`src/bias_cfg.svh`:
```
`ifndef BIAS_CFG_SVH
`define BIAS_CFG_SVH

////////////////////////////////
// Lane layout
////////////////////////////////

`define BIAS_X_PE     4                        // Bias lanes per DDR word
`define BIAS_W        16                       // Stored bias width
`define BIAS_OUT_W    20                       // Scaled lane width
`define BIAS_DDR_W    (`BIAS_X_PE * `BIAS_W)   // One FIFO word, one buffer entry

////////////////////////////////
// Buffer and control sizes
////////////////////////////////

`define BIAS_ADDR_W   7
`define BIAS_DEPTH    (1 << `BIAS_ADDR_W)      // 128 entries
`define BIAS_SHIFT_W  5
`define BIAS_CNT_W    8                        // Words per fill

`endif

```
`src/bias_pkg.sv`:
```
`default_nettype none

`include "bias_cfg.svh"

package bias_pkg;

	// Lane k sits in slice k from the bottom
	typedef logic [`BIAS_DDR_W-1:0] ddr_word_t;
	typedef logic signed [`BIAS_W-1:0] bias_t;
	typedef logic signed [`BIAS_OUT_W-1:0] bias_out_t;
	typedef logic [`BIAS_X_PE*`BIAS_OUT_W-1:0] bias_vec_t; // Same lane order as ddr_word_t

	typedef logic [`BIAS_ADDR_W-1:0] bb_addr_t;
	typedef logic [`BIAS_SHIFT_W-1:0] shift_t;
	typedef logic [`BIAS_CNT_W-1:0] word_cnt_t;

	typedef enum logic [1:0] {
		FETCH_IDLE,
		FETCH_PULL,   // Wait for a word in the DDR FIFO
		FETCH_WRITE,  // FIFO data valid, write it
		FETCH_DONE    // cfg_ack high
	} fetch_state_t;

	typedef enum logic [1:0] {
		READ_IDLE,
		READ_READ,    // Buffer samples the address
		READ_HOLD,    // Buffer data valid, scale it
		READ_DONE     // rd_ack high
	} reader_state_t;

endpackage

`default_nettype wire

```
`src/bias_fetch.sv`:
```
`timescale 1ns/100ps
`default_nettype none

module bias_fetch (
	input  logic                 clk,
	input  logic                 rst,

	// Fill request
	input  logic                 cfg_req,
	input  bias_pkg::word_cnt_t  cfg_count,
	input  bias_pkg::bb_addr_t   cfg_addr,
	output logic                 cfg_ack,
	output logic                 fetch_busy,

	// DDR read FIFO
	input  logic                 fifo_empty,
	output logic                 fifo_req,
	input  bias_pkg::ddr_word_t  fifo_data,

	// Bias buffer write port
	output logic                 wr_en,
	output bias_pkg::bb_addr_t   wr_addr,
	output bias_pkg::ddr_word_t  wr_data
);

	bias_pkg::fetch_state_t state, state_next;
	bias_pkg::word_cnt_t cnt_q; // Words still to move
	bias_pkg::bb_addr_t addr_q;

	////////////////////////////////
	// FSM
	////////////////////////////////

	always_ff @(posedge clk) begin
		if (rst) begin
			state <= bias_pkg::FETCH_IDLE;
		end else begin
			state <= state_next;
		end
	end

	always_comb begin
		state_next = state;
		case (state)
			bias_pkg::FETCH_IDLE: begin
				if (cfg_req) begin
					// Empty fill goes straight to the acknowledge
					if (cfg_count == '0) begin
						state_next = bias_pkg::FETCH_DONE;
					end else begin
						state_next = bias_pkg::FETCH_PULL;
					end
				end
			end
			bias_pkg::FETCH_PULL: begin
				if (!fifo_empty) begin
					state_next = bias_pkg::FETCH_WRITE;
				end
			end
			bias_pkg::FETCH_WRITE: begin
				if (cnt_q == bias_pkg::word_cnt_t'(1)) begin
					state_next = bias_pkg::FETCH_DONE; // Last word
				end else begin
					state_next = bias_pkg::FETCH_PULL;
				end
			end
			bias_pkg::FETCH_DONE: begin
				if (!cfg_req) begin
					state_next = bias_pkg::FETCH_IDLE;
				end
			end
			default: state_next = bias_pkg::FETCH_IDLE;
		endcase
	end

	////////////////////////////////
	// Count and address
	////////////////////////////////

	always_ff @(posedge clk) begin
		if (state == bias_pkg::FETCH_IDLE && cfg_req) begin
			cnt_q  <= cfg_count;
			addr_q <= cfg_addr;
		end else if (state == bias_pkg::FETCH_WRITE) begin
			cnt_q  <= cnt_q - bias_pkg::word_cnt_t'(1);
			addr_q <= addr_q + bias_pkg::bb_addr_t'(1); // Wraps 127 -> 0
		end
	end

	// One request per word, never into an empty FIFO
	assign fifo_req = (state == bias_pkg::FETCH_PULL) && !fifo_empty;

	// Word arrives the cycle after fifo_req
	assign wr_en   = (state == bias_pkg::FETCH_WRITE);
	assign wr_addr = addr_q;
	assign wr_data = fifo_data;

	assign cfg_ack    = (state == bias_pkg::FETCH_DONE);
	assign fetch_busy = (state != bias_pkg::FETCH_IDLE);

endmodule

`default_nettype wire

```
`config.mk`:
```
export PLATFORM = sky130hd
export DESIGN_NAME = bias_fetch
export DESIGN_NICKNAME = d
export VERILOG_FILES = /design/src/bias_pkg.sv /design/src/bias_fetch.sv
export VERILOG_INCLUDE_DIRS = /design/src
export SDC_FILE = /design/constraint.sdc
export NUM_CORES = 1
export LEC_CHECK = 0
export BUFFER_PORTS_ARGS = -buffer_cell sky130_fd_sc_hd__buf_2
export CAP_MARGIN = 20
export CORE_MARGIN = 2
export CORE_UTILIZATION = 32
export CTS_CLUSTER_SIZE = 12
export DETAILED_ROUTE_END_ITERATION = 16
export PLACE_DENSITY_LB_ADDON = 0.05
export REMOVE_ABC_BUFFERS = 1
export SLEW_MARGIN = 10
export SYNTH_ARGS = -nofsm -noshare
export SYNTH_HDL_FRONTEND = slang
export SYNTH_SLANG_ARGS = --single-unit
```
`constraint.sdc`:
```
create_clock -name clk -period 1.71 [get_ports clk]
set_input_delay 0.342 -clock clk [delete_from_list [all_inputs] [get_ports clk]]
set_output_delay 0.342 -clock clk [all_outputs]
set_load 0.01 [all_outputs]
```
==> run_results.csv <==
group,metric,value,unit
floorplanning,row_count,24,
placed_design,place_area,0.00124,mm^2
worst_hold_path,holdCritPathClass,"in2reg",
clock_network,cts_max_level,1,
worst_setup_path,worstPathMaxFanout,4,
synth,syn_inst,170,
floorplanning,die_area,0.00518,mm^2
finish,most-common-layout-cells,"buf_2 (29), edfxtp_1 (15), nand2_1 (13)",
drt,drt_wl_total,7580,um
finish,final_common_cell,"buf_2",
synth,netlist_area,0.00148,mm^2
finish,diodes,0,
drt,drc,0,
clock_network,postCtsSetupRepairBufs,0,
finish,design_area,0.00128,mm^2
sta,fin_crit_sh,95.4,%
synth,syn_area_per_cell,8.69,um^2
synth,synth_seq_cells,17,
floorplanning,ioPinCount,158,
sta,worst_pin_slew,0.358,ns
power_and_ir_drop,p_leak,0.525,nW
global_route,grt_first_pass_wirelength,9560,um
worst_setup_path,cp-end-kind,"flop",
floorplanning,dieHeight,72.0,um
worst_setup_path,reg2reg_from,"cnt_q[3]",
global_route,grt_start_max_net_pins,18,
worst_setup_path,crit_start,"cnt_q[3]",
global_route,grt_use_total,29.0,%
drt,firstDrtPassIters,4,
sta,setup_viol_count_final,0,
worst_setup_path,critical_path_class,"reg2reg",
clock_network,cts.sinks,17,
sta,clock_skew,0.00160,ns
synth,ys.flop_type,"edfxtp_1",
sta,max-slew-margin-rel,76.2,%
synth,yosysUniqueCellTypes,29,
sta,post-route-min-period,1.63,ns
drt,vias,1068,
sta,rsz0062_at_grt,"false",
synth,yosysWarnings,0,
floorplanning,core,0.00441,mm^2
sta,final-hold-violation-count,0,
clock_network,clk_pin_slew,0.07,ns
clock_network,numCtsBuffers,3,
placed_design,portBuffers,29,
finish,drive_gt1_share,31.9,%
synth,ys_seq_area_share,33.2,%
sta,maxClockFrequency,613,MHz
drt,m1WireLength,1480,um
worst_setup_path,r2r_cells,3,
global_route,grt_overflow,0,
synth,async_flop_share,0,%
finish,fin_util,29.1,%
clock_network,max-clock-path-buffers,2,
drt,first_iter_violations,66,
finish,finalNetCount,228,
drt,routed.top_layer,"met4",
worst_setup_path,reg2reg_to,"cnt_q[5]",
drt,post_drt_wl_per_cell,39.3,um
power_and_ir_drop,p_per_area,984,mW/mm^2
finish,syn2layout_area_growth,-13.1,%
worst_setup_path,cp-start-kind,"flop",
drt,route.met3.wl,2320,um
worst_setup_path,ff2ff_setup_slack,0.08,ns
clock_network,clock_latency,0.25,ns
floorplanning,die_x,72.0,um
worst_setup_path,endpoint,"cnt_q[5]",
clock_network,clock-root-buffer,"clkbuf_8",
synth,synth-edff-count,15,
worst_setup_path,worstPathRequired,1.82,ns
job,maxCapViolations,0,
worst_setup_path,crit_arrival,1.74,ns
run_status,status,"complete, no violations",
drt,drtAntennaViolNets,0,
clock_network,tritoncts,"built",
placed_design,post-dp-hpwl,6810,um
clock_network,cts_resized,0,
global_route,grt_antenna_before_repair,0,
power_and_ir_drop,irDropWorstVdd,0.264,mV
global_route,grt_pass1_vias,964,
sta,slew_viol_final,0,
placed_design,gp_congestion,1.10,
drt,via_per_inst,5.53,
clock_network,cts_hold_repair.buffers,0,
drt,wl_met2,3530,um
floorplanning,initial_core_util,33.5,%
[how the worst min path moves through the flow]
stage                     start  endpoint  slack [ns]  cells past startpoint
final                       rst  state[0]        0.26                      2
after floorplan             rst  state[0]        0.41                      1
after detailed placement    rst  state[0]        0.53                      2
after CTS                   rst  state[0]        0.25                      2
after global routing        rst  state[0]        0.26                      2
after global placement      rst  state[0]        0.53                      2
[cell families after synthesis]
logic type	synth area share [%]
adders and majority gates	2.54
AOI/OAI and AO/OA	9.14
and+or+nand+nor	16.9
xor gates and xnor gates	2.96
DFF	33.2
buffers and inverters	35.3
[where the power goes]
group	switching, W	total [W]	internal (W)
logic	0.000187	0.000340	0.000153
clock network	0.000157	0.000319	0.000162
registers	0.0000578	0.000604	0.000546
[Yosys cell counts (3+ instances only)]
cell type	instances	share of area, %
a21oi_1	4	1.4
a31oi_1	4	1.7
buf_2	3	1.0
buf_4	64	33
edfxtp_1	15	30
ha_1	3	2.5
inv_1	5	1.3
nand2_1	13	3.3
nand3_1	4	1.4
nand4_1	3	1.3
nor2_1	12	3.0
o21ai_0	9	3.0
or3_1	4	1.7
xnor2_1	3	1.8
[per-layer routing]
| metal | vias up | track usage, % |
|---|---|---|
| li1 | 458 | - |
| met1 | 465 | 16.2 |
| met2 | 131 | 46.0 |
| met3 | 14 | 41.8 |
| met4 | 0 | 10.9 |
| met5 | - | 4.04 |
[critical path, stage by stage, from the launching register on]
cell and delay, ns:
edfxtp_1 0.44, or4_4 0.56, or3_1 0.31, a31oi_1 0.17
[stage by stage]
stage               hold slack [ns]  setup WS, ns  cells  power, W  TNS, ns
floorplan                     0.411       -0.0105    101  0.000803  -0.0168
global placement              0.530        0.0851    189  0.000954        0
detailed placement            0.529        0.0623    189  0.000956        0
CTS                           0.250        0.0813    193   0.00128        0
global route                  0.258        0.0235    193   0.00134        0
finish                        0.257        0.0792    193   0.00126        0
[cell type report]
| type | instances | area, um^2 |
|---|---|---|
| fill | 496 | 3130 |
| multi-input combinational | 79 | 465 |
| sequential | 17 | 490 |
| inverter | 5 | 18.8 |
| tap | 52 | 65.1 |
| timing repair buffer | 36 | 198 |
| clock buffer | 3 | 41.3 |
| clock inverter | 1 | 5.00 |
[flip-flops by register name, summed over array words and instances (netlist names)]
| name | flops |
|---|---|
| state | 2 |
| wr_addr | 7 |
| cnt_q | 8 |
(Power assumes the default switching activity.)
