$ cat config.mk
export PLATFORM = sky130hd
export DESIGN_NAME = bias_reader
export DESIGN_NICKNAME = d
export VERILOG_FILES = /design/src/bias_pkg.sv /design/src/bias_reader.sv
export VERILOG_INCLUDE_DIRS = /design/src
export SDC_FILE = /design/constraint.sdc
export NUM_CORES = 1
export LEC_CHECK = 0
export ABC_AREA = 1
export BUFFER_PORTS_ARGS = -buffer_cell sky130_fd_sc_hd__buf_2
export CAP_MARGIN = 20
export CORE_MARGIN = 2
export CORE_UTILIZATION = 40
export DETAILED_ROUTE_END_ITERATION = 16
export GPL_ROUTABILITY_DRIVEN = 0
export PLACE_DENSITY = 0.63
export SLEW_MARGIN = 20
export SYNTH_ARGS = -nofsm -noshare
export SYNTH_HDL_FRONTEND = slang
export SYNTH_SLANG_ARGS = --single-unit
$ cat constraint.sdc
create_clock -name clk -period 5.97 [get_ports clk]
set_clock_uncertainty 0.2 [all_clocks]
set_input_delay 1.194 -clock clk [delete_from_list [all_inputs] [get_ports clk]]
set_output_delay 1.194 -clock clk [all_outputs]
set_load 0.02 [all_outputs]
$ cat src/bias_cfg.svh
`ifndef BIAS_CFG_SVH
`define BIAS_CFG_SVH

////////////////////////////////
// Lane layout
////////////////////////////////

`define BIAS_X_PE     4                        // Bias lanes per DDR word
`define BIAS_W        16                       // Stored bias width
`define BIAS_OUT_W    20                       // Scaled lane width
`define BIAS_DDR_W    (`BIAS_X_PE * `BIAS_W)   // One FIFO word, one buffer entry

////////////////////////////////
// Buffer and control sizes
////////////////////////////////

`define BIAS_ADDR_W   7
`define BIAS_DEPTH    (1 << `BIAS_ADDR_W)      // 128 entries
`define BIAS_SHIFT_W  5
`define BIAS_CNT_W    8                        // Words per fill

`endif

$ cat src/bias_pkg.sv
`default_nettype none

`include "bias_cfg.svh"

package bias_pkg;

	// Lane k sits in slice k from the bottom
	typedef logic [`BIAS_DDR_W-1:0] ddr_word_t;
	typedef logic signed [`BIAS_W-1:0] bias_t;
	typedef logic signed [`BIAS_OUT_W-1:0] bias_out_t;
	typedef logic [`BIAS_X_PE*`BIAS_OUT_W-1:0] bias_vec_t; // Same lane order as ddr_word_t

	typedef logic [`BIAS_ADDR_W-1:0] bb_addr_t;
	typedef logic [`BIAS_SHIFT_W-1:0] shift_t;
	typedef logic [`BIAS_CNT_W-1:0] word_cnt_t;

	typedef enum logic [1:0] {
		FETCH_IDLE,
		FETCH_PULL,   // Wait for a word in the DDR FIFO
		FETCH_WRITE,  // FIFO data valid, write it
		FETCH_DONE    // cfg_ack high
	} fetch_state_t;

	typedef enum logic [1:0] {
		READ_IDLE,
		READ_READ,    // Buffer samples the address
		READ_HOLD,    // Buffer data valid, scale it
		READ_DONE     // rd_ack high
	} reader_state_t;

endpackage

`default_nettype wire

$ cat src/bias_reader.sv
`timescale 1ns/100ps
`default_nettype none

`include "bias_cfg.svh"

module bias_reader (
	input  logic                 clk,
	input  logic                 rst,

	// Read request
	input  logic                 rd_req,
	input  bias_pkg::bb_addr_t   rd_addr_in,
	input  bias_pkg::shift_t     rd_shift,
	input  logic                 fetch_busy, // Fill in progress, hold off
	output logic                 rd_ack,
	output bias_pkg::bias_vec_t  bias_out,

	// Bias buffer read port
	output bias_pkg::bb_addr_t   buf_addr,
	input  bias_pkg::ddr_word_t  buf_data
);

	bias_pkg::reader_state_t state, state_next;
	bias_pkg::bb_addr_t addr_q;
	bias_pkg::shift_t shift_q;
	bias_pkg::bias_vec_t scaled;
	bias_pkg::bias_vec_t bias_q;

	logic accept;

	assign accept = (state == bias_pkg::READ_IDLE) && rd_req && !fetch_busy;

	////////////////////////////////
	// FSM
	////////////////////////////////

	always_ff @(posedge clk) begin
		if (rst) begin
			state <= bias_pkg::READ_IDLE;
		end else begin
			state <= state_next;
		end
	end

	always_comb begin
		state_next = state;
		case (state)
			bias_pkg::READ_IDLE: if (accept) state_next = bias_pkg::READ_READ;
			bias_pkg::READ_READ: state_next = bias_pkg::READ_HOLD;
			bias_pkg::READ_HOLD: state_next = bias_pkg::READ_DONE;
			bias_pkg::READ_DONE: if (!rd_req) state_next = bias_pkg::READ_IDLE;
			default:             state_next = bias_pkg::READ_IDLE;
		endcase
	end

	// Sign extend each lane, shift left, keep the low bits
	always_comb begin
		bias_pkg::bias_t lane;
		bias_pkg::bias_out_t ext;
		scaled = '0;
		for (int k = 0; k < `BIAS_X_PE; k++) begin
			lane = buf_data[k*`BIAS_W +: `BIAS_W];
			ext  = bias_pkg::bias_out_t'(lane);
			scaled[k*`BIAS_OUT_W +: `BIAS_OUT_W] = ext << shift_q;
		end
	end

	always_ff @(posedge clk) begin
		if (accept) begin
			addr_q  <= rd_addr_in;
			shift_q <= rd_shift;
		end
		if (state == bias_pkg::READ_HOLD) begin
			bias_q <= scaled; // Stable through READ_DONE
		end
	end

	assign buf_addr = addr_q;
	assign rd_ack   = (state == bias_pkg::READ_DONE);
	assign bias_out = bias_q;

endmodule

`default_nettype wire

==> summary by stage <==
Floorplan
The count of pins on the block boundary is 168. The width of the die is 128 um. The core area is 15,100 sq um.

The initialized floorplan defines 45 standard-cell rows. The initial utilization of the core area, before any placement, comes to 0.405. The die covers 16,300 sq um. The floorplan step set the die height to 128 um.

Placement
The number of port buffers is 167. The estimated wirelength of the detail-placed design is 12.1 mm.

Global route
In the global route stage, met1 resource usage came out at 0.302. The total overflow left after global routing is 0. met2 is the most crowded layer.

The wire length of the first global-routing pass is 28.2 mm. The maximum number of pins on one net before global-route repair is 82. The met2 track demand over resource is 0.353. The met3 capacity usage during global routing is 0.0423.

For this run, the total global-route usage over all layers was measured as 0.220. The number of global-route vias before repair is 5,640. The initial antenna violation count is 0.

Yosys
The dominant synthesized flop cell is edfxtp_1. The main combinational cell family by area after synthesis is simple AND/OR/NAND/NOR gates. The proportion of synthesized chip area in sequential cells is 0.459. The share of synthesized area in the top cell type comes to 0.452. The distinct cell type count of the synthesized netlist is 24. The post-synthesis cell area is 6110 sq um. By count the netlist is led by 346 x nand2_1, 207 x nand3_1, 92 x edfxtp_1, 34 x nor2_1. The most numerous cell in the Yosys netlist is nand2_1. Counting flops with an async set or reset pin after synthesis yields a share of 0.

The compound-gate portion of the synthesized area is 0.0508. Measured against the total synthesized area, the mux share comes to 0. The post-synthesis average cell area is 7.29 sq um. edfxtp_1 takes more of the synthesized area than any other cell. The post-synthesis simple-gate area fraction is 0.424.

In the post-synthesis netlist, the biggest area contributors are edfxtp_1 45%, nand2_1 21%, nand3_1 17%. The count of warnings emitted by yosys is 0. The synthesis-stage register bit count is 94. Of the total synthesized cell area, the portion taken by full adders, half adders and majority gates is 0.00614.

Of the total synthesized cell area, the portion taken by XOR and XNOR cells is 0. The count of flip-flops with a built-in enable after synthesis is 92. The synthesized instance count is 838. Synthesis produced a netlist with a net count of 921.

Cells and area
The fraction of layout cells with a size suffix above 1 is 0.216. In the final design database the tool counted 1,050 nets. 0 antenna diodes ended up in the layout. Once layout is complete, the utilization of the core stands at 0.481. The register area is 2800 sq um. In the final layout, the multi-input gates occupy 2950 sq um.

The area growth from synthesis to layout is 18.9%. After filler insertion, the fill cell instance count of the layout stands at 1,574.

Route
The detailed-route vias per instance is 5.36. The wire length per cell after detailed routing is 15.6 um. The routed wire length is 18.1 mm. Once detail routing completed, the nets flagged for antenna violations numbered 0. The first-iteration detailed-routing DRC count is 930.

After detailed routing, the number of remaining DRC violations is 0. The pre-antenna-repair detailed-routing pass consisted of 5 iterations. The detailed router placed 6,218 vias in this run.

Critical path
The delay of the slowest cell on the worst path is 0.61 ns. The worst path required time is 5.87 ns. The largest individual stage delay along the critical path comes from the cell inv_2. The startpoint type of the worst setup path is a flip-flop. The worst setup path is captured at a flip-flop. The largest fanout on the critical path is 65. The total buffers and inverters traversed by the critical path is 3. The critical setup path kind is reg -> reg.

The arrival time reported for the critical path endpoint is 2.73 ns. Walking the worst path, the cells encountered are buf_4 -> inv_2 -> buf_4 -> nand3_1 -> nand2_1 -> nand2_1 -> nand3_1 -> o21ai_0. The cell family contributing the most delay on the critical path is buffers and inverters.

Pwr
The total power draw is 0.00255 W. The worst voltage drop across the vdd grid is 0.000223 V. The combinational cell fraction of total power is 0.393. Of the total power, registers draw 0.391. For this design the total switching power over the nets is 0.00103 W. The proportion of total power due to net switching is 0.402. The total power per unit cell area is 351 nW/um^2. The internal portion of the total power is 0.00153 W. Summed over all cells, the static leakage comes to 3.34 nW. The clock power share is 0.215.

Clocking
CTS built an H-tree with a depth of 3. The number of buffers on the longest clock path is 2. The buffers inserted during post-CTS setup optimization is 0. Hold repair after CTS inserted 0 buffers. TritonCTS built the clock tree. The clock transition at the registers of the reported paths is 0.07 ns.

The tree is rooted in a clkbuf_16. In this run, post-CTS repair resized a total of 0 instances. The number of clock buffers added by TritonCTS is 9. The count of clock tree sinks is 94.

The later-pin clock latency in the skew report is 0.36 ns.

Timing
Setup violations remaining at the end of the flow were counted as 0. Based on the critical path, the design can be clocked at up to 353 MHz. Setup repair after global routing left no endpoint under its margin. The final-report hold violation count came to 0. In this run the tightest slew margin relative to its limit is 0.325. The smallest hold slack is 0.334 ns. The portion of the clock cycle consumed by the worst path in the final layout is 0.474. For the pin with the worst max-slew slack, the measured transition is 1.01 ns. The number of slew-limit violations in the final report is 0.

Summed over all failing endpoints, the final setup total negative slack is 0 ns. The final critical delay including setup and external delays is 2.83 ns.

Run status
The run finished with clean final reports.

Job
Across the run, the number of max-cap violations was 0.

Min path
The type of the tightest min-delay check is reg -> reg.
final timing paths:
kind | from | endpoint | slack [ns] | cells after the start
max reg2reg | shift_q[1]$_DFFE_PP_ | bias_out[32]$_SDFFCE_PP0N_ | 3.14 | 8
min reg2reg | state[1]$_SDFFE_PP0P_ | state[1]$_SDFFE_PP0P_ | 0.33 | 2
min | state[1]$_SDFFE_PP0P_ | state[1]$_SDFFE_PP0P_ | 0.33 | 2
max | shift_q[1]$_DFFE_PP_ | bias_out[32]$_SDFFCE_PP0N_ | 3.14 | 8
per-stage QoR:
| stage | instance area, sq um | cells | setup WS (ns) |
|---|---|---|---|
| global placement | 6960 | 1143 | 3.19 |
| finish | 7260 | 1160 | 3.14 |
| detailed placement | 6960 | 1143 | 3.20 |
| CTS | 7230 | 1159 | 3.20 |
| global route | 7260 | 1160 | 2.93 |
| floorplan | 6110 | 838 | 2.91 |
per-layer routing:
| layer | wire, um | up-vias |
|---|---|---|
| li1 | - | 3098 |
| met1 | 8250 | 2882 |
| met2 | 8380 | 214 |
| met3 | 1170 | 24 |
| met4 | 323 | 0 |
| met5 | 0 | - |
area by class of cell:
class	count	area share
clock buffers	9	0.0310
clock inverters	7	0.00689
inverters	21	0.0112
multi-input cells	666	0.406
flip-flops and latches	94	0.386
well taps	188	0.0324
repair buffers	175	0.126
sequential cells by signal (all words and copies together) (netlist names):
signal	cells
bias_out	80
buf_addr	7
shift_q	5
state	2
worst min-delay path, delay by kind of cell, from the launching register on:
kind,cells,cell delay [ns]
DFF,1,0.35
AOI/OAI and AO/OA,1,0.06
buffers and inverters,1,0.09
cells in the final DEF, fill, tap and decap left out, types with 3 or more instances in the layout:
cell / n
clkbuf_16: 9
buf_4: 7
nand2_2: 3
a21oi_2: 4
nor2_1: 33
inv_2: 4
nand2_1: 346
o21ai_1: 22
edfxtp_1: 92
buf_2: 167
nand3_2: 4
o21ai_0: 9
a21oi_1: 24
nand3_1: 207
nand4_1: 8
inv_1: 16
power by group through the flow:
| stage | registers (W) | logic, W | clock network (W) |
|---|---|---|---|
| 3_5_place_dp | 0.00102 | 0.000989 | 0 |
| 4_1_cts | 0.00100 | 0.000991 | 0.000562 |
| 6_report | 0.000998 | 0.00100 | 0.000549 |
| 5_1_grt | 0.00101 | 0.00111 | 0.000585 |
| 2_1_floorplan | 0.00123 | 0.000489 | 0 |
| 3_3_place_gp | 0.00102 | 0.000985 | 0 |
cell families after synthesis:
kind of cell / count (synthesis)
simple gates: 604
compound gates: 59
flops: 94
buf+inv: 78
fa+ha+maj: 3
No activity file was read; power rests on OpenSTA's default activity.
